`src/hw/board_pkg.sv`:
```
package board_pkg;

  // board identity
  localparam logic [15:0] BOARD_ID  = 16'hb0a2;
  localparam logic [15:0] REV_MAJOR = 16'h0001;
  localparam logic [15:0] REV_MINOR = 16'h0004;
  localparam logic [15:0] REV_RCS   = 16'h02c7;

  // serial timing
  localparam int UART_CLKS_PER_BIT = 16;
  localparam int UART_CNT_BITS     = $clog2(UART_CLKS_PER_BIT);
  localparam logic [UART_CNT_BITS-1:0] UART_BIT_LAST  = UART_CNT_BITS'(UART_CLKS_PER_BIT - 1);
  localparam logic [UART_CNT_BITS-1:0] UART_HALF_LAST = UART_CNT_BITS'(UART_CLKS_PER_BIT / 2 - 1);

  // host protocol
  localparam logic [7:0] CMD_READ  = 8'h01;
  localparam logic [7:0] CMD_WRITE = 8'h02;
  localparam logic [7:0] RSP_OK    = 8'h00;
  localparam logic [7:0] RSP_ERR   = 8'hFF;

  // system block register offsets
  localparam logic [15:0] SYS_REG_ID      = 16'd0;
  localparam logic [15:0] SYS_REG_MAJOR   = 16'd1;
  localparam logic [15:0] SYS_REG_MINOR   = 16'd2;
  localparam logic [15:0] SYS_REG_RCS     = 16'd3;
  localparam logic [15:0] SYS_REG_SCRATCH = 16'd4;

endpackage

```
`src/hw/wb_pkg.sv`:
```
package wb_pkg;

  localparam int WB_DATA_BITS = 16;
  localparam int WB_ADDR_BITS = 32;
  localparam int NUM_SLAVES   = 2;

  // upper address half selects the slave
  localparam logic [15:0] SYS_PAGE = 16'h0000;
  localparam logic [15:0] LED_PAGE = 16'h0001;

  typedef struct packed {
    logic [15:0] page;
    logic [15:0] offset;
  } wb_addr_s;

  // raw for byte assembly, fields for decode
  typedef union packed {
    logic [WB_ADDR_BITS-1:0] raw;
    wb_addr_s                f;
  } wb_addr_u;

endpackage

```
`src/hw/as_wb_bridge.sv`:
```
`timescale 1ns/100ps

module as_wb_bridge import wb_pkg::*, board_pkg::*; (
  input  logic                    mgt_clk,
  input  logic                    arst_n_i,
  input  logic [7:0]              rx_data_i,
  input  logic                    rx_dstrb_i,
  input  logic                    tx_busy_i,
  output logic [7:0]              tx_data_o,
  output logic                    tx_dstrb_o,
  output logic                    wbm_cyc_o,
  output logic                    wbm_stb_o,
  output logic                    wbm_we_o,
  output wb_addr_u                wbm_adr_o,
  output logic [WB_DATA_BITS-1:0] wbm_wdat_o,
  input  logic [WB_DATA_BITS-1:0] wbm_rdat_i,
  input  logic                    wbm_ack_i,
  input  logic                    wbm_err_i
);

  enum logic [2:0] {ST_CMD, ST_ADR, ST_DAT, ST_BUS, ST_RSP} state;

  logic                    is_write;
  logic [1:0]              byte_cnt;
  logic                    bus_req;
  logic                    rsp_err;
  logic [1:0]              rsp_idx;
  logic                    rsp_last;
  logic [7:0]              rsp_byte;
  logic                    tx_send;
  logic                    bus_done;
  wb_addr_u                adr_q;
  logic [WB_DATA_BITS-1:0] wdat_q;
  logic [WB_DATA_BITS-1:0] rdat_q;

  assign bus_done = (state == ST_BUS) && (wbm_ack_i || wbm_err_i);
  assign tx_send  = (state == ST_RSP) && !tx_busy_i && !tx_dstrb_o;
  assign rsp_last = rsp_err || is_write || rsp_idx == 2'd2;

  always_comb begin
    case (rsp_idx)
      2'd0:    rsp_byte = rsp_err ? RSP_ERR : RSP_OK;
      2'd1:    rsp_byte = rdat_q[15:8];
      default: rsp_byte = rdat_q[7:0];
    endcase
  end

  always_ff @(posedge mgt_clk or negedge arst_n_i) begin
    if (!arst_n_i) begin
      state      <= ST_CMD;
      is_write   <= 1'b0;
      byte_cnt   <= 2'd0;
      bus_req    <= 1'b0;
      rsp_err    <= 1'b0;
      rsp_idx    <= 2'd0;
      tx_dstrb_o <= 1'b0;
    end else begin
      tx_dstrb_o <= 1'b0;
      case (state)
        ST_CMD: if (rx_dstrb_i) begin
          byte_cnt <= 2'd0;
          if (rx_data_i == CMD_READ || rx_data_i == CMD_WRITE) begin
            is_write <= rx_data_i == CMD_WRITE;
            state    <= ST_ADR;
          end
        end
        ST_ADR: if (rx_dstrb_i) begin
          byte_cnt <= byte_cnt + 1'b1;
          if (byte_cnt == 2'd3) begin
            byte_cnt <= 2'd0;
            state    <= is_write ? ST_DAT : ST_BUS;
            bus_req  <= !is_write;
          end
        end
        ST_DAT: if (rx_dstrb_i) begin
          byte_cnt <= byte_cnt + 1'b1;
          if (byte_cnt == 2'd1) begin
            state   <= ST_BUS;
            bus_req <= 1'b1;
          end
        end
        ST_BUS: if (bus_done) begin
          bus_req <= 1'b0;
          rsp_err <= wbm_err_i;
          rsp_idx <= 2'd0;
          state   <= ST_RSP;
        end
        default: if (tx_send) begin
          tx_dstrb_o <= 1'b1;
          rsp_idx    <= rsp_idx + 1'b1;
          if (rsp_last)
            state <= ST_CMD;
        end
      endcase
    end
  end

  // msb first on both address and data
  always_ff @(posedge mgt_clk) begin
    if (state == ST_ADR && rx_dstrb_i)
      adr_q.raw <= {adr_q.raw[WB_ADDR_BITS-9:0], rx_data_i};
    if (state == ST_DAT && rx_dstrb_i)
      wdat_q <= {wdat_q[7:0], rx_data_i};
    if (bus_done)
      rdat_q <= wbm_rdat_i;
    if (tx_send)
      tx_data_o <= rsp_byte;
  end

  assign wbm_cyc_o  = bus_req;
  assign wbm_stb_o  = bus_req;
  assign wbm_we_o   = is_write;
  assign wbm_adr_o  = adr_q;
  assign wbm_wdat_o = wdat_q;

endmodule

```
`src/hw/led_block.sv`:
```
`timescale 1ns/100ps

module led_block import wb_pkg::*; (
  input  logic                    mgt_clk,
  input  logic                    arst_n_i,
  input  logic                    wb_cyc_i,
  input  logic                    wb_stb_i,
  input  logic                    wb_we_i,
  input  wb_addr_u                wb_adr_i,
  input  logic [WB_DATA_BITS-1:0] wb_dat_i,
  output logic [WB_DATA_BITS-1:0] wb_dat_o,
  output logic                    wb_ack_o,
  output logic [7:0]              led_n_o
);

  logic       req;
  logic [7:0] led_reg;

  assign req = wb_cyc_i && wb_stb_i && !wb_ack_o;

  always_ff @(posedge mgt_clk or negedge arst_n_i) begin
    if (!arst_n_i) begin
      wb_ack_o <= 1'b0;
      led_reg  <= 8'h00;
    end else begin
      wb_ack_o <= req;
      if (req && wb_we_i) // any offset
        led_reg <= wb_dat_i[7:0];
    end
  end

  assign wb_dat_o = {{(WB_DATA_BITS-8){1'b0}}, led_reg};
  assign led_n_o  = ~led_reg; // pins are active low

endmodule

```
`src/hw/serial_uart.sv`:
```
`timescale 1ns/100ps

module serial_uart import board_pkg::*; (
  input  logic       mgt_clk,
  input  logic       arst_n_i,
  input  logic       serial_i,
  input  logic [7:0] tx_data_i,
  input  logic       tx_dstrb_i,
  output logic [7:0] rx_data_o,
  output logic       rx_dstrb_o,
  output logic       tx_busy_o,
  output logic       serial_o
);

  logic [1:0]               rx_sync;
  logic                     rx_in;
  logic                     rx_active;
  logic [3:0]               rx_bitn;   // 0 start, 1..8 data, 9 stop
  logic [UART_CNT_BITS-1:0] rx_cnt;
  logic [7:0]               rx_shift;

  logic [9:0]               tx_shift;
  logic [3:0]               tx_bits;
  logic [UART_CNT_BITS-1:0] tx_cnt;

  assign rx_in = rx_sync[1];

  always_ff @(posedge mgt_clk or negedge arst_n_i) begin
    if (!arst_n_i) begin
      rx_sync    <= 2'b11;
      rx_active  <= 1'b0;
      rx_bitn    <= 4'd0;
      rx_cnt     <= '0;
      rx_dstrb_o <= 1'b0;
    end else begin
      rx_sync    <= {rx_sync[0], serial_i};
      rx_dstrb_o <= 1'b0;
      if (!rx_active) begin
        if (!rx_in) begin // start edge
          rx_active <= 1'b1;
          rx_bitn   <= 4'd0;
          rx_cnt    <= '0;
        end
      end else if (rx_bitn == 4'd0) begin
        if (rx_cnt == UART_HALF_LAST) begin
          rx_cnt    <= '0;
          rx_bitn   <= 4'd1;
          rx_active <= !rx_in; // glitch, back to idle
        end else begin
          rx_cnt <= rx_cnt + 1'b1;
        end
      end else if (rx_cnt == UART_BIT_LAST) begin
        rx_cnt  <= '0;
        rx_bitn <= rx_bitn + 1'b1;
        if (rx_bitn == 4'd9) begin
          rx_active  <= 1'b0;
          rx_dstrb_o <= rx_in; // drop framing errors
        end
      end else begin
        rx_cnt <= rx_cnt + 1'b1;
      end
    end
  end

  // lsb first
  always_ff @(posedge mgt_clk) begin
    if (rx_active && rx_cnt == UART_BIT_LAST && rx_bitn != 4'd0 && rx_bitn != 4'd9)
      rx_shift <= {rx_in, rx_shift[7:1]};
  end

  assign rx_data_o = rx_shift;

  always_ff @(posedge mgt_clk or negedge arst_n_i) begin
    if (!arst_n_i) begin
      tx_shift <= '1;
      tx_bits  <= 4'd0;
      tx_cnt   <= '0;
    end else if (tx_bits == 4'd0) begin
      if (tx_dstrb_i) begin
        tx_shift <= {1'b1, tx_data_i, 1'b0};
        tx_bits  <= 4'd10;
        tx_cnt   <= '0;
      end
    end else if (tx_cnt == UART_BIT_LAST) begin
      tx_cnt   <= '0;
      tx_shift <= {1'b1, tx_shift[9:1]};
      tx_bits  <= tx_bits - 1'b1;
    end else begin
      tx_cnt <= tx_cnt + 1'b1;
    end
  end

  assign tx_busy_o = tx_bits != 4'd0;
  assign serial_o  = tx_shift[0];

endmodule

```
`src/hw/sys_block.sv`:
```
`timescale 1ns/100ps

module sys_block import wb_pkg::*, board_pkg::*; (
  input  logic                    mgt_clk,
  input  logic                    arst_n_i,
  input  logic                    wb_cyc_i,
  input  logic                    wb_stb_i,
  input  logic                    wb_we_i,
  input  wb_addr_u                wb_adr_i,
  input  logic [WB_DATA_BITS-1:0] wb_dat_i,
  output logic [WB_DATA_BITS-1:0] wb_dat_o,
  output logic                    wb_ack_o
);

  logic                    req;
  logic [WB_DATA_BITS-1:0] scratch;

  assign req = wb_cyc_i && wb_stb_i && !wb_ack_o;

  always_ff @(posedge mgt_clk or negedge arst_n_i) begin
    if (!arst_n_i) begin
      wb_ack_o <= 1'b0;
      scratch  <= '0;
    end else begin
      wb_ack_o <= req;
      if (req && wb_we_i && wb_adr_i.f.offset == SYS_REG_SCRATCH)
        scratch <= wb_dat_i;
    end
  end

  always_comb begin
    case (wb_adr_i.f.offset)
      SYS_REG_ID:      wb_dat_o = BOARD_ID;
      SYS_REG_MAJOR:   wb_dat_o = REV_MAJOR;
      SYS_REG_MINOR:   wb_dat_o = REV_MINOR;
      SYS_REG_RCS:     wb_dat_o = REV_RCS;
      SYS_REG_SCRATCH: wb_dat_o = scratch;
      default:         wb_dat_o = '0;
    endcase
  end

endmodule

```
`src/hw/toplevel.sv`:
```
`timescale 1ns/100ps

module toplevel import wb_pkg::*; (
  input  logic       mgt_clk,
  input  logic       arst_n_i,
  input  logic       serial_i,
  output logic       serial_o,
  output logic [7:0] led_n_o
);

  logic [7:0] rx_data, tx_data;
  logic       rx_dstrb, tx_dstrb, tx_busy;

  logic                    wbm_cyc, wbm_stb, wbm_we, wbm_ack, wbm_err;
  wb_addr_u                wbm_adr;
  logic [WB_DATA_BITS-1:0] wbm_wdat, wbm_rdat;

  logic [NUM_SLAVES-1:0]              wbs_cyc, wbs_stb, wbs_ack;
  logic                               wbs_we;
  wb_addr_u                           wbs_adr;
  logic [WB_DATA_BITS-1:0]            wbs_wdat;
  logic [NUM_SLAVES*WB_DATA_BITS-1:0] wbs_rdat;

  serial_uart serial_uart_inst (
    .mgt_clk(mgt_clk), .arst_n_i(arst_n_i),
    .serial_i(serial_i), .serial_o(serial_o),
    .tx_data_i(tx_data), .tx_dstrb_i(tx_dstrb), .tx_busy_o(tx_busy),
    .rx_data_o(rx_data), .rx_dstrb_o(rx_dstrb)
  );

  as_wb_bridge as_wb_bridge_inst (
    .mgt_clk(mgt_clk), .arst_n_i(arst_n_i),
    .rx_data_i(rx_data), .rx_dstrb_i(rx_dstrb), .tx_busy_i(tx_busy),
    .tx_data_o(tx_data), .tx_dstrb_o(tx_dstrb),
    .wbm_cyc_o(wbm_cyc), .wbm_stb_o(wbm_stb), .wbm_we_o(wbm_we),
    .wbm_adr_o(wbm_adr), .wbm_wdat_o(wbm_wdat),
    .wbm_rdat_i(wbm_rdat), .wbm_ack_i(wbm_ack), .wbm_err_i(wbm_err)
  );

  wbs_arbiter wbs_arbiter_inst (
    .mgt_clk(mgt_clk), .arst_n_i(arst_n_i),
    .wbm_cyc_i(wbm_cyc), .wbm_stb_i(wbm_stb), .wbm_we_i(wbm_we),
    .wbm_adr_i(wbm_adr), .wbm_wdat_i(wbm_wdat),
    .wbm_rdat_o(wbm_rdat), .wbm_ack_o(wbm_ack), .wbm_err_o(wbm_err),
    .wbs_cyc_o(wbs_cyc), .wbs_stb_o(wbs_stb), .wbs_we_o(wbs_we),
    .wbs_adr_o(wbs_adr), .wbs_wdat_o(wbs_wdat),
    .wbs_rdat_i(wbs_rdat), .wbs_ack_i(wbs_ack)
  );

  // slave 0
  sys_block sys_block_inst (
    .mgt_clk(mgt_clk), .arst_n_i(arst_n_i),
    .wb_cyc_i(wbs_cyc[0]), .wb_stb_i(wbs_stb[0]), .wb_we_i(wbs_we),
    .wb_adr_i(wbs_adr), .wb_dat_i(wbs_wdat),
    .wb_dat_o(wbs_rdat[0*WB_DATA_BITS +: WB_DATA_BITS]), .wb_ack_o(wbs_ack[0])
  );

  // slave 1
  led_block led_block_inst (
    .mgt_clk(mgt_clk), .arst_n_i(arst_n_i),
    .wb_cyc_i(wbs_cyc[1]), .wb_stb_i(wbs_stb[1]), .wb_we_i(wbs_we),
    .wb_adr_i(wbs_adr), .wb_dat_i(wbs_wdat),
    .wb_dat_o(wbs_rdat[1*WB_DATA_BITS +: WB_DATA_BITS]), .wb_ack_o(wbs_ack[1]),
    .led_n_o(led_n_o)
  );

endmodule

```
`src/hw/wbs_arbiter.sv`:
```
`timescale 1ns/100ps

module wbs_arbiter import wb_pkg::*; (
  input  logic                               mgt_clk,
  input  logic                               arst_n_i,
  input  logic                               wbm_cyc_i,
  input  logic                               wbm_stb_i,
  input  logic                               wbm_we_i,
  input  wb_addr_u                           wbm_adr_i,
  input  logic [WB_DATA_BITS-1:0]            wbm_wdat_i,
  output logic [WB_DATA_BITS-1:0]            wbm_rdat_o,
  output logic                               wbm_ack_o,
  output logic                               wbm_err_o,
  output logic [NUM_SLAVES-1:0]              wbs_cyc_o,
  output logic [NUM_SLAVES-1:0]              wbs_stb_o,
  output logic                               wbs_we_o,
  output wb_addr_u                           wbs_adr_o,
  output logic [WB_DATA_BITS-1:0]            wbs_wdat_o,
  input  logic [NUM_SLAVES*WB_DATA_BITS-1:0] wbs_rdat_i,
  input  logic [NUM_SLAVES-1:0]              wbs_ack_i
);

  logic [NUM_SLAVES-1:0] sel;

  // slave index order matches the top level
  assign sel[0] = wbm_adr_i.f.page == SYS_PAGE;
  assign sel[1] = wbm_adr_i.f.page == LED_PAGE;

  assign wbs_cyc_o  = sel & {NUM_SLAVES{wbm_cyc_i}};
  assign wbs_stb_o  = sel & {NUM_SLAVES{wbm_stb_i}};
  assign wbs_we_o   = wbm_we_i;
  assign wbs_adr_o  = wbm_adr_i;
  assign wbs_wdat_o = wbm_wdat_i;

  always_comb begin
    wbm_rdat_o = '0;
    for (int i = 0; i < NUM_SLAVES; i++) begin
      if (sel[i])
        wbm_rdat_o = wbs_rdat_i[i*WB_DATA_BITS +: WB_DATA_BITS];
    end
  end

  assign wbm_ack_o = |(wbs_ack_i & sel);

  // unmapped page, single err pulse
  always_ff @(posedge mgt_clk or negedge arst_n_i) begin
    if (!arst_n_i)
      wbm_err_o <= 1'b0;
    else
      wbm_err_o <= wbm_cyc_i && wbm_stb_i && !(|sel) && !wbm_err_o;
  end

endmodule

```
`config.mk`:
```
export PLATFORM = sky130hd
export DESIGN_NAME = toplevel
export DESIGN_NICKNAME = d
export VERILOG_FILES = /design/src/hw/board_pkg.sv /design/src/hw/wb_pkg.sv /design/src/hw/as_wb_bridge.sv /design/src/hw/led_block.sv /design/src/hw/serial_uart.sv /design/src/hw/sys_block.sv /design/src/hw/toplevel.sv /design/src/hw/wbs_arbiter.sv
export SDC_FILE = /design/constraint.sdc
export NUM_CORES = 1
export LEC_CHECK = 0
export ABC_AREA = 1
export ABC_CLOCK_PERIOD_IN_PS = 2700
export BUFFER_PORTS_ARGS = -buffer_cell sky130_fd_sc_hd__buf_2
export CAP_MARGIN = 5
export CORE_MARGIN = 1
export CORE_UTILIZATION = 50
export CTS_CLUSTER_SIZE = 10
export DETAILED_ROUTE_END_ITERATION = 10
export PLACE_DENSITY = 0.68
export SLEW_MARGIN = 20
export SYNTH_ARGS = -nofsm -noshare
export SYNTH_HDL_FRONTEND = slang
export SYNTH_HIERARCHICAL = 1
export SYNTH_SLANG_ARGS = --single-unit
```
`constraint.sdc`:
```
create_clock -name mgt_clk -period 2.7 [get_ports mgt_clk]
set_clock_uncertainty 0.1 [all_clocks]
set_input_delay 0.81 -clock mgt_clk [delete_from_list [all_inputs] [get_ports mgt_clk]]
set_output_delay 0.81 -clock mgt_clk [all_outputs]
set_load 0.01 [all_outputs]
```
Word-level counts from Yosys, hierarchy flattened --
Index checks and enable logic that the tools add are counted.
Storage, ports and cells: output and inout port bits 9, logic and storage cells 182, flip-flop bits (word level) 148
Operators by class: mux-type cells 60, bitwise logic cells 5, $add $sub $neg 6, reductions and logical operators 54, equality and inequality tests 31
Operators by type and width (number):
- 16-bit one-hot mux with 5 select lines | 1
- 4-bit 2-to-1 mux | 15
- 16-bit by 1-bit == test with 1-bit output, second input constant | 2
- 16-bit by 2-bit == test with 1-bit output, second input constant | 2
- 16-bit zero test | 2
- 10-bit 2-to-1 mux | 3
- 3-bit 2-to-1 mux | 9
- 8-bit 2-to-1 mux | 3
- 1-bit 2-to-1 mux | 18
- 16-bit by 3-bit == test with 1-bit output, second input constant | 1
- 8-bit one-hot mux with 2 select lines | 1
- 1-bit logical AND | 15
- 4-bit by 1-bit adder with 4-bit output, second input constant | 3
- 4-bit == test, second input constant | 3
- 2-bit 2-to-1 mux | 6
- 3-bit one-hot mux with 4 select lines | 1
- 2-bit by 1-bit != test with 1-bit output, second input constant | 5
- 5-bit nonzero test | 2
- 3-bit AND reduction | 3
- 9-bit AND reduction | 1
- 8-bit by 1-bit == test with 1-bit output, second input constant | 1
- 8-bit by 2-bit == test with 1-bit output, second input constant | 1
- 1-bit zero test | 8
- 4-bit zero test | 2
- 29 further kinds | 48

Longest topological paths before layout --
Gate-level depths: netlist of run 1.
depth after elaboration 7, mapped depth 13, depth with buffers taken out 13

Modules after synthesis --
Netlist of run 1, hierarchy kept.
Modules (own cells, without submodules):
- as_wb_bridge | instances 1, cells an instance 211, sequential area each 2437.3 um^2, area each 3125.5 um^2
- serial_uart | instances 1, cells an instance 199, sequential area each 979.7 um^2, area each 1780.5 um^2
- sys_block | instances 1, cells an instance 137, sequential area each 425.4 um^2, area each 1018.5 um^2
- wbs_arbiter | instances 1, cells an instance 136, sequential area each 25.0 um^2, area each 825.8 um^2
- led_block | instances 1, cells an instance 55, sequential area each 225.2 um^2, area each 466.7 um^2

Worst setup path before layout of run 1 --
OpenSTA, ideal clock, no wires.
path kind reg2reg, from reg as_wb_bridge_inst/state[2] in the netlist's numbering, to reg as_wb_bridge_inst.adr_q, in the netlist as_wb_bridge_inst/wbm_adr_o[0], enable pin, data required time 2.179 ns, cell stages (with the launch flop) 5, library setup time 0.421 ns, path slack 0.149 ns, arrival 2.030 ns, path buffers 1, path through dfrtp_1 -> buf_6 -> inv_2 -> nand3_2 -> nor2_1
Between the ends: longest elaborated chain between the ends 2
Ends and longest elaborated chain:
- from (decl) | RTL line as_wb_bridge.sv:21 | enum logic [2:0] {ST_CMD, ST_ADR, ST_DAT, ST_BUS, ST_RSP} state;
- from (signal assigned) | RTL line as_wb_bridge.sv:71 | state <= is_write ? ST_DAT : ST_BUS;
- 3-bit by 1-bit == test with 1-bit output | RTL line as_wb_bridge.sv:100 | if (state == ST_ADR && rx_dstrb_i)
- 1-bit logical AND | RTL line as_wb_bridge.sv:100
- to (decl) | RTL line as_wb_bridge.sv:32 | wb_addr_u adr_q;
Every way passes these cells. A chain may end at the register's enable or synchronous reset.

Final worst setup path of run 1 --
from reg serial_uart_inst.tx_bits[0], to reg as_wb_bridge_inst/state[0] in the netlist's numbering
Between the ends: longest elaborated chain between the ends 6
Ends and longest elaborated chain:
- from (decl) | RTL line serial_uart.sv:23 | logic [3:0] tx_bits;
- from (signal assigned) | RTL line serial_uart.sv:87 | tx_bits <= tx_bits - 1'b1;
- 4-bit nonzero test | RTL line serial_uart.sv:93 | assign tx_busy_o = tx_bits != 4'd0;
- via tx_busy | RTL line toplevel.sv:12 | logic rx_dstrb, tx_dstrb, tx_busy;
- 1-bit zero test | RTL line as_wb_bridge.sv:37 | assign tx_send = (state == ST_RSP) && !tx_busy_i && !tx_dstrb_o;
- 1-bit logical AND (2 in a row) | RTL line as_wb_bridge.sv:37
- via as_wb_bridge_inst.tx_send | RTL line as_wb_bridge.sv:30 | logic tx_send;
- 5-bit nonzero test (no line)
- 9-bit AND reduction (no line)
The timed path passes the listed nets, and every way through them passes these cells.

==> run metrics, run 1 <==
number of I/O pins 12; Max-Cap Viols 0; Max Freq between 0.4 and 0.5 GHz; Clk Latency, worst-skew pair roughly 0.42 ns; Post-DRT Antenna Nets 0; DR vias roughly 4600; leading cell type in the layout, fill and taps excluded nand2_1; drt drc 0; # fillers between 1000 and 1500; hpwl dp ~9.0 mm; number of buffers created by CTS 17; hold bufs inserted after CTS 0; cells after synthesis 722; GRT Overall Usage 0.187; CTS resizes 0; minimum clock period around 2.0 ns; fin util 0.554; Ys Warns 6; Inst Count DP between 800 and 900; clk root buf clkbuf_16; Core ar. between 0.01 and 0.015 mm2; vias in the first global route about 4400; # nets final 724; CTS tree yes; Syn Area/Cell around 9.8 um2; Worst setup EP type flip-flop; Largest register FFs 32; Initial Util 0.511; HP Class in -> async; status complete, no violations; drt wl/cell between 10 and 15 um; CP Data Arrival Time around 2.3 ns; chip height around 120 um; Synth Cell Area around 0.0071 mm2; initial antenna violation count 0; Iter 0 DRT Violations between 400 and 500; crit-path max FO 15; Max Slew Vio Count 0; Setup crit start kind flip-flop; H-Tree Depth 4; worst vdd ir between 0.0007 and 0.0008 V; Non-Filler Instances 902; Power Dens Cells between 700 and 800 mW/mm2; Via-to-Cell Ratio roughly 5.1; Worst Path Required between 2 and 3 ns; Leak between 3 and 4 nW; Port Buf Inserts 11; Detailed Routing Iterations Pass 1 5; Cell Rows 43; Synth-to-Final Area Change 8.29%; Tcrit/Tclk final 0.754; share of post-route cells with drive strength above 1 0.151; Setup Buffers After CTS 0; critical path class reg -> reg; most frequent cells in the layout 200 x nand2_1, 80 x edfxtp_1, 77 x nand3_1; area of the multi-input gates between 0.002 and 0.0025 mm2; Post-Route WL ~13 mm; Final setup viols 0; first-pass GRT wire length roughly 21 mm; RSZ-0062 raised after global routing false; CTS max path bufs 2; TritonCTS Sinks about 150; total die area around 0.015 mm2; Ant. Diodes 0; setup TNS 0 ns; Seq. cell area just over 0.004 mm2; Clk pin slew, worst setup/hold paths roughly 0.060 ns; RD Place Congestion approximately 0.85; largest net degree at the start of global routing 38; Die W between 100 and 150 um; Final Hold Viols 0; GR Overflow Total 0
[power by group]
group	switching (mW)	internal [mW]	leakage, nW	total [mW]
combinational	0.244	0.135	1.46	0.378
clock	0.896	1.67	0.317	2.57
sequential	0.0809	2.41	1.59	2.50
total	1.22	4.22	3.37	5.44
[through the flow]
stage	power [mW]	setup WS (ns)	instance area, um2	hold slack, ns
3_5_place_dp	2.91	0.690	7040	0.247
6_report	5.44	0.665	7680	0.181
5_1_grt	5.64	0.471	7680	0.189
4_1_cts	5.49	0.661	7680	0.175
3_3_place_gp	2.89	0.733	7040	0.252
2_1_floorplan	2.81	0.149	7120	0.245
[area by class of cell]
cell class	instances	area share
timing repair buffer	22	0.0195
tap	180	0.0293
clock buffer	20	0.0581
sequential	147	0.533
multi-input combinational	449	0.299
inverter	72	0.0352
clock inverter	12	0.0264
[metal layers]
metal / track usage / vias to the layer above / routed length (um)
li1: - / 2306 / -
met4: 0.0764 / 0 / 230
met3: 0.0456 / 22 / 429
met5: 0 / - / 0
met2: 0.334 / 92 / 6640
met1: 0.214 / 2166 / 5230
[worst max-delay path, cell delays in order (launching register included)]
cell and delay [ns]:
dfrtp_1 0.38, inv_1 0.13, ha_1 0.21, nand3_4 0.23, inv_1 0.13, nand2_2 0.10, nor2_8 0.22, nor2_2 0.07
nor2_4 0.14, nand3_2 0.09, nand2_1 0.07, nand2_1 0.05
[path summary, 6_finish.rpt]
path | from | end | slack, ns | cells past startpoint
max | serial_uart_inst/tx_bits[0] | as_wb_bridge_inst/state[0] | 0.67 | 11
min | arst_n_i | sys_block_inst/scratch[2] | 0.18 | 1
max reg2reg | serial_uart_inst/tx_bits[0] | as_wb_bridge_inst/state[0] | 0.67 | 11
min reg2reg | serial_uart_inst/rx_sync[0] | serial_uart_inst/rx_sync[1] | 0.26 | 0
max in group asynchronous | arst_n_i | serial_uart_inst/tx_shift[4] | 1.69 | 2
min in group mgt_clk | serial_uart_inst/rx_sync[0] | serial_uart_inst/rx_sync[1] | 0.26 | 0
No activity file was read; power rests on OpenSTA's default activity.
==> run 2, diff against run 1 <==
Settings changed: ABC_AREA 1 to 0, ABC_CLOCK_PERIOD_IN_PS 2700 to 2020, PLACE_DENSITY 0.68 to 0.66.
Clock period 2.7 ns to 2.02 ns, I/O delays scaled along.
==> run 2 against run 1 <==
Against the previous run: fmax shrank 11%; final cell count shrank 21%; via count shrank 16%; sequential share of layout area grew 0.50 points; core utilization grew 4.0 points; critical path type unchanged; synthesized cell count shrank 30%; the flow now finishes with violations (setup timing); combinational power grew 14%.
==> run metrics, run 2 <==
Core ar. roughly 0.013 mm2; # nets final between 500 and 600; Via-to-Cell Ratio about 5.4; Port Buf Inserts 11; vias in the first global route 3842; TritonCTS Sinks 147; RD Place Congestion between 0.8 and 0.9; Post-DRT Antenna Nets 0; # fillers ~1000; CTS tree yes; first-pass GRT wire length 19.3 mm; DR vias about 3800; Initial Util 0.523; drt drc 0; Worst Path Required ~2.2 ns; most frequent cells in the layout 80 x edfxtp_1, 56 x dfrtp_1, 32 x buf_4; Post-Route WL ~11 mm; Tcrit/Tclk final 1.13; RSZ-0062 raised after global routing true; Synth-to-Final Area Change 13.6%; crit-path max FO 16; number of buffers created by CTS 17; Ys Warns 6; chip height between 100 and 150 um; hold bufs inserted after CTS 0; GRT Overall Usage 0.179; GR Overflow Total 0; share of post-route cells with drive strength above 1 0.258; Final Hold Viols 0; Final Power 6.75 mW; drt wl/cell about 16 um; cells after synthesis between 500 and 600; initial antenna violation count 0; total die area approximately 0.014 mm2; Detailed Routing Iterations Pass 1 4; leading cell type in the layout, fill and taps excluded edfxtp_1; CP Data Arrival Time 2.49 ns; Final setup viols 42; hpwl dp 7.75 mm; failing checks setup timing; Cell Rows 41; minimum clock period approximately 2.3 ns; Worst setup EP type flip-flop; largest net degree at the start of global routing 39; Largest register FFs 32; Iter 0 DRT Violations around 150; CTS max path bufs 2; setup TNS -6.29 ns; worst vdd ir roughly 0.00082 V; clk root buf clkbuf_16; Clk pin slew, worst setup/hold paths approximately 0.06 ns; HP Class in -> async; H-Tree Depth 4; number of I/O pins 12; Power Dens Cells between 800 and 900 mW/mm2; Die W 118 um; critical path class reg -> reg; Synth Cell Area 0.00670 mm2; Leak approximately 3 nW; final worst setup slack -0.266 ns; Max-Cap Viols 0; Setup crit start kind flip-flop; Max Slew Vio Count 0; Clk Latency, worst-skew pair approximately 0.42 ns; Ant. Diodes 0; Syn Area/Cell about 13 um2; status finished with violations; Max Freq 0.438 GHz
## run 2: final timing paths
check | start | cells past startpoint | slack, ns | endpoint
setup / recovery | as_wb_bridge_inst/wbm_adr_o[22] | 8 | -0.27 | sys_block_inst/scratch[6]
hold / removal | arst_n_i | 1 | 0.03 | serial_uart_inst/tx_bits[1]
setup reg to reg | as_wb_bridge_inst/wbm_adr_o[22] | 8 | -0.27 | sys_block_inst/scratch[6]
hold reg to reg | serial_uart_inst/rx_sync[0] | 0 | 0.26 | serial_uart_inst/rx_sync[1]
max in group asynchronous | arst_n_i | 2 | 1.16 | serial_uart_inst/tx_shift[7]
min in group mgt_clk | serial_i | 1 | 0.19 | serial_uart_inst/rx_sync[0]
## run 2: timing repair
action | CTS | global route
endpoints found under the setup margin | 45 | 59
pin swaps | 2 | 1
gates cloned | 0 | 1
buffers inserted | 0 | 2
gates resized for setup | 4 | 6
## run 2: per-stage QoR
step,setup WS [ns],instances,util,hold slack [ns],instance area [um2]
detailed placement,-0.297,676,0.544,0.249,6980
finish,-0.266,711,0.594,0.0282,7610
global route,-0.413,711,0.594,0.0508,7610
global placement,-0.263,676,0.544,0.247,6980
CTS,-0.294,708,0.590,0.0343,7570
floorplan,-0.335,516,-,0.210,6800
## run 2: critical path: stages (launching register included)
cell      delay (ns)
edfxtp_1        0.40
nor4_2          0.28
nand4_1         0.20
nor3b_1         0.22
and3b_1         0.20
nand2_2         0.07
nor3_4          0.16
buf_12          0.18
mux2_2          0.35
## run 2: per-layer routing
layer  global-route usage  vias to the layer above  part of all wire  wire length [um]
met5                    0                        -                 0                 0
met4               0.0809                        0             0.020               225
met3               0.0451                       23             0.032               368
met2                0.279                       75              0.48              5470
met1                0.237                     1886              0.47              5280
li1                     -                     1854                 -                 -
## run 2: power breakdown
group	internal [mW]	total, mW	switching [mW]
Combinational	0.183	0.431	0.248
Clock	1.75	3.01	1.26
Sequential	3.22	3.31	0.0897
Total	5.15	6.75	1.59
## run 2: final cells by class
type                       instances  area (um2)  share of cell area
sequential                       147        4090               0.538
clock inverter                    12         121              0.0159
timing repair buffer              48         387              0.0508
inverter                          31         116              0.0153
tap                              172         215              0.0283
clock buffer                      20         447              0.0587
multi-input combinational        281        2230               0.294
==> run 3, diff against run 2 <==
Settings changed: RECOVER_POWER set to 25.
==> run 3 against run 2 <==
Against the previous run: the flow still finishes with violations (setup timing); largest power group unchanged; global-route usage unchanged; count of clock-buffer cells in the layout unchanged; non-clock buffer count unchanged; routed wire length about the same; die area unchanged; sequential cell count unchanged; largest cell class unchanged; critical path depth unchanged; critical path type unchanged; via count about the same; setup slack about the same; core utilization down 0.11 points; design area down 0.18%.
==> run metrics, run 3 (synthesis gave the netlist of run 2 again) <==
status finished with violations; failing checks setup timing; Hold Startpoint serial_i; flop2flop setup slack -0.27 ns; initial antenna violation count 0; startpoint of the worst register-to-register path as_wb_bridge_inst/wbm_adr_o[22]; Post-Route WL around 11 mm; crit path cell chain nor4_2 > nand4_1 > nor3b_1 > and3b_1 > nand2_2 > nor3_4 > buf_12 > mux2_2; Initial Util 0.523; RSZ-0062 raised after global routing true; minimum clock period approximately 2.3 ns; clk root buf clkbuf_16; Crit path largest cell delay roughly 0.40 ns; TritonCTS Sinks about 150; RR Endpoint sys_block_inst/scratch[6]; Cell Rows 41; Final Hold Viols 0; number of I/O pins 12; most frequent cells in the layout 80 x edfxtp_1, 56 x dfrtp_1, 32 x buf_4; drt drc 0; Clk pin slew, worst setup/hold paths 0.06 ns; share of post-route cells with drive strength above 1 0.256; Final Power around 6.7 mW; critical path class reg -> reg; Tightest Pin Transition roughly 1 ns; number of buffers created by CTS 17; total die area roughly 0.014 mm2; Max-Cap Viols 0; Worst Setup SP as_wb_bridge_inst/wbm_adr_o[22]; H-Tree Depth 4; chip height approximately 120 um; drt wl/cell roughly 16 um; Leak about 3.0 nW; Worst Path Required ~2.2 ns; Core ar. about 0.013 mm2; final worst setup slack -0.266 ns; CTS tree yes; Power Dens Cells just under 900 mW/mm2; Max Freq approximately 0.44 GHz; HP Class in -> reg; FF-to-FF path depth 8; Worst setup EP type flip-flop; hold bufs inserted after CTS 0; vias in the first global route a little under 4000; Tcrit/Tclk final 1.13; Max Slew Vio Count 0; Final setup viols 42; Via-to-Cell Ratio 5.39; Synth-to-Final Area Change 13.4%; worst vdd ir 0.000815 V; Clk Latency, worst-skew pair about 0.42 ns; # nets final approximately 540; largest net degree at the start of global routing 39; met2 wire len 5.49 mm; Die W about 120 um; Inst Count DP 676; Port Buf Inserts 11; top routing layer used met4; Final Instance Area 0.00760 mm2; first-pass GRT wire length slightly below 20 mm; CP Data Arrival Time 2.49 ns; Setup crit start kind flip-flop; DR vias 3835; Iter 0 DRT Violations approximately 150; met3 routed WL about 370 um; GRT Overall Usage 0.179; Max-slew headroom 0.331; Non-Filler Instances ~710; CP max stage cell edfxtp_1; Ant. Diodes 0; GR Overflow Total 0; Setup crit end sys_block_inst/scratch[6]; Post-DRT Antenna Nets 0; WL met1 approximately 5.3 mm; crit-path max FO 16; Largest register FFs 32; setup TNS -6.28 ns; leading cell type in the layout, fill and taps excluded edfxtp_1; Placed Area between 0.006 and 0.007 mm2; RD Place Congestion 0.822; hpwl dp around 7.8 mm; CTS max path bufs 2; Detailed Routing Iterations Pass 1 4
[run 3: changes by cell type in the layout (fill, tap and decap cells not counted)]
cell	before	now
clkbuf_1	2	3
clkbuf_4	0	1
buf_12	4	3
buf_2	11	10
[run 3: area by class of cell]
type / count / area, um2
repair buffers: 48 / 373
clock inverters: 12 / 121
inverters: 31 / 116
well taps: 172 / 215
fillers: 1026 / 5230
multi-input cells: 281 / 2230
clock buffers: 20 / 447
flip-flops and latches: 147 / 4090
[run 3: power breakdown]
part / leakage [nW] / total [mW] / switching, mW / internal (mW)
combinational: 1.14 / 0.428 / 0.248 / 0.180
sequential: 1.59 / 3.31 / 0.0897 / 3.22
clock: 0.270 / 3.00 / 1.25 / 1.75
[run 3: critical path, delay by kind of cell (launching register included)]
family | cells | cell delay (ns)
simple gates | 6 | 1.13
flops | 1 | 0.40
mux | 1 | 0.35
buf+inv | 1 | 0.18
[run 3: through the flow]
stage,hold WS [ns],utilization,setup slack (ns)
finish,0.188,0.593,-0.266
global route,0.166,0.593,-0.413
CTS,0.0343,0.590,-0.294
detailed placement,0.249,0.544,-0.297
global placement,0.247,0.544,-0.263
floorplan,0.210,-,-0.335
[run 3: worst min path at each step]
stage                                    endpoint  slack, ns  cells after the start
finish                serial_uart_inst/rx_sync[0]       0.19                      1
detailed placement    serial_uart_inst/rx_sync[1]       0.25                      0
floorplan           as_wb_bridge_inst/byte_cnt[0]       0.21                      0
global route          serial_uart_inst/rx_sync[0]       0.17                      1
CTS                   serial_uart_inst/rx_dstrb_o       0.03                      1
global placement      serial_uart_inst/rx_sync[1]       0.25                      0
[run 3: repair_timing]
action | in CTS | in global routing
pin swaps | 2 | 1
setup buffers | 0 | 2
gates cloned | 0 | 1
endpoints found under the setup margin | 45 | 59
gates resized for setup | 4 | 6
[run 3: per-layer routing]
| metal | vias up | GRT usage |
|---|---|---|
| met1 | 1883 | 0.237 |
| li1 | 1854 | - |
| met2 | 75 | 0.279 |
| met5 | - | 0 |
| met4 | 0 | 0.0809 |
| met3 | 23 | 0.0451 |
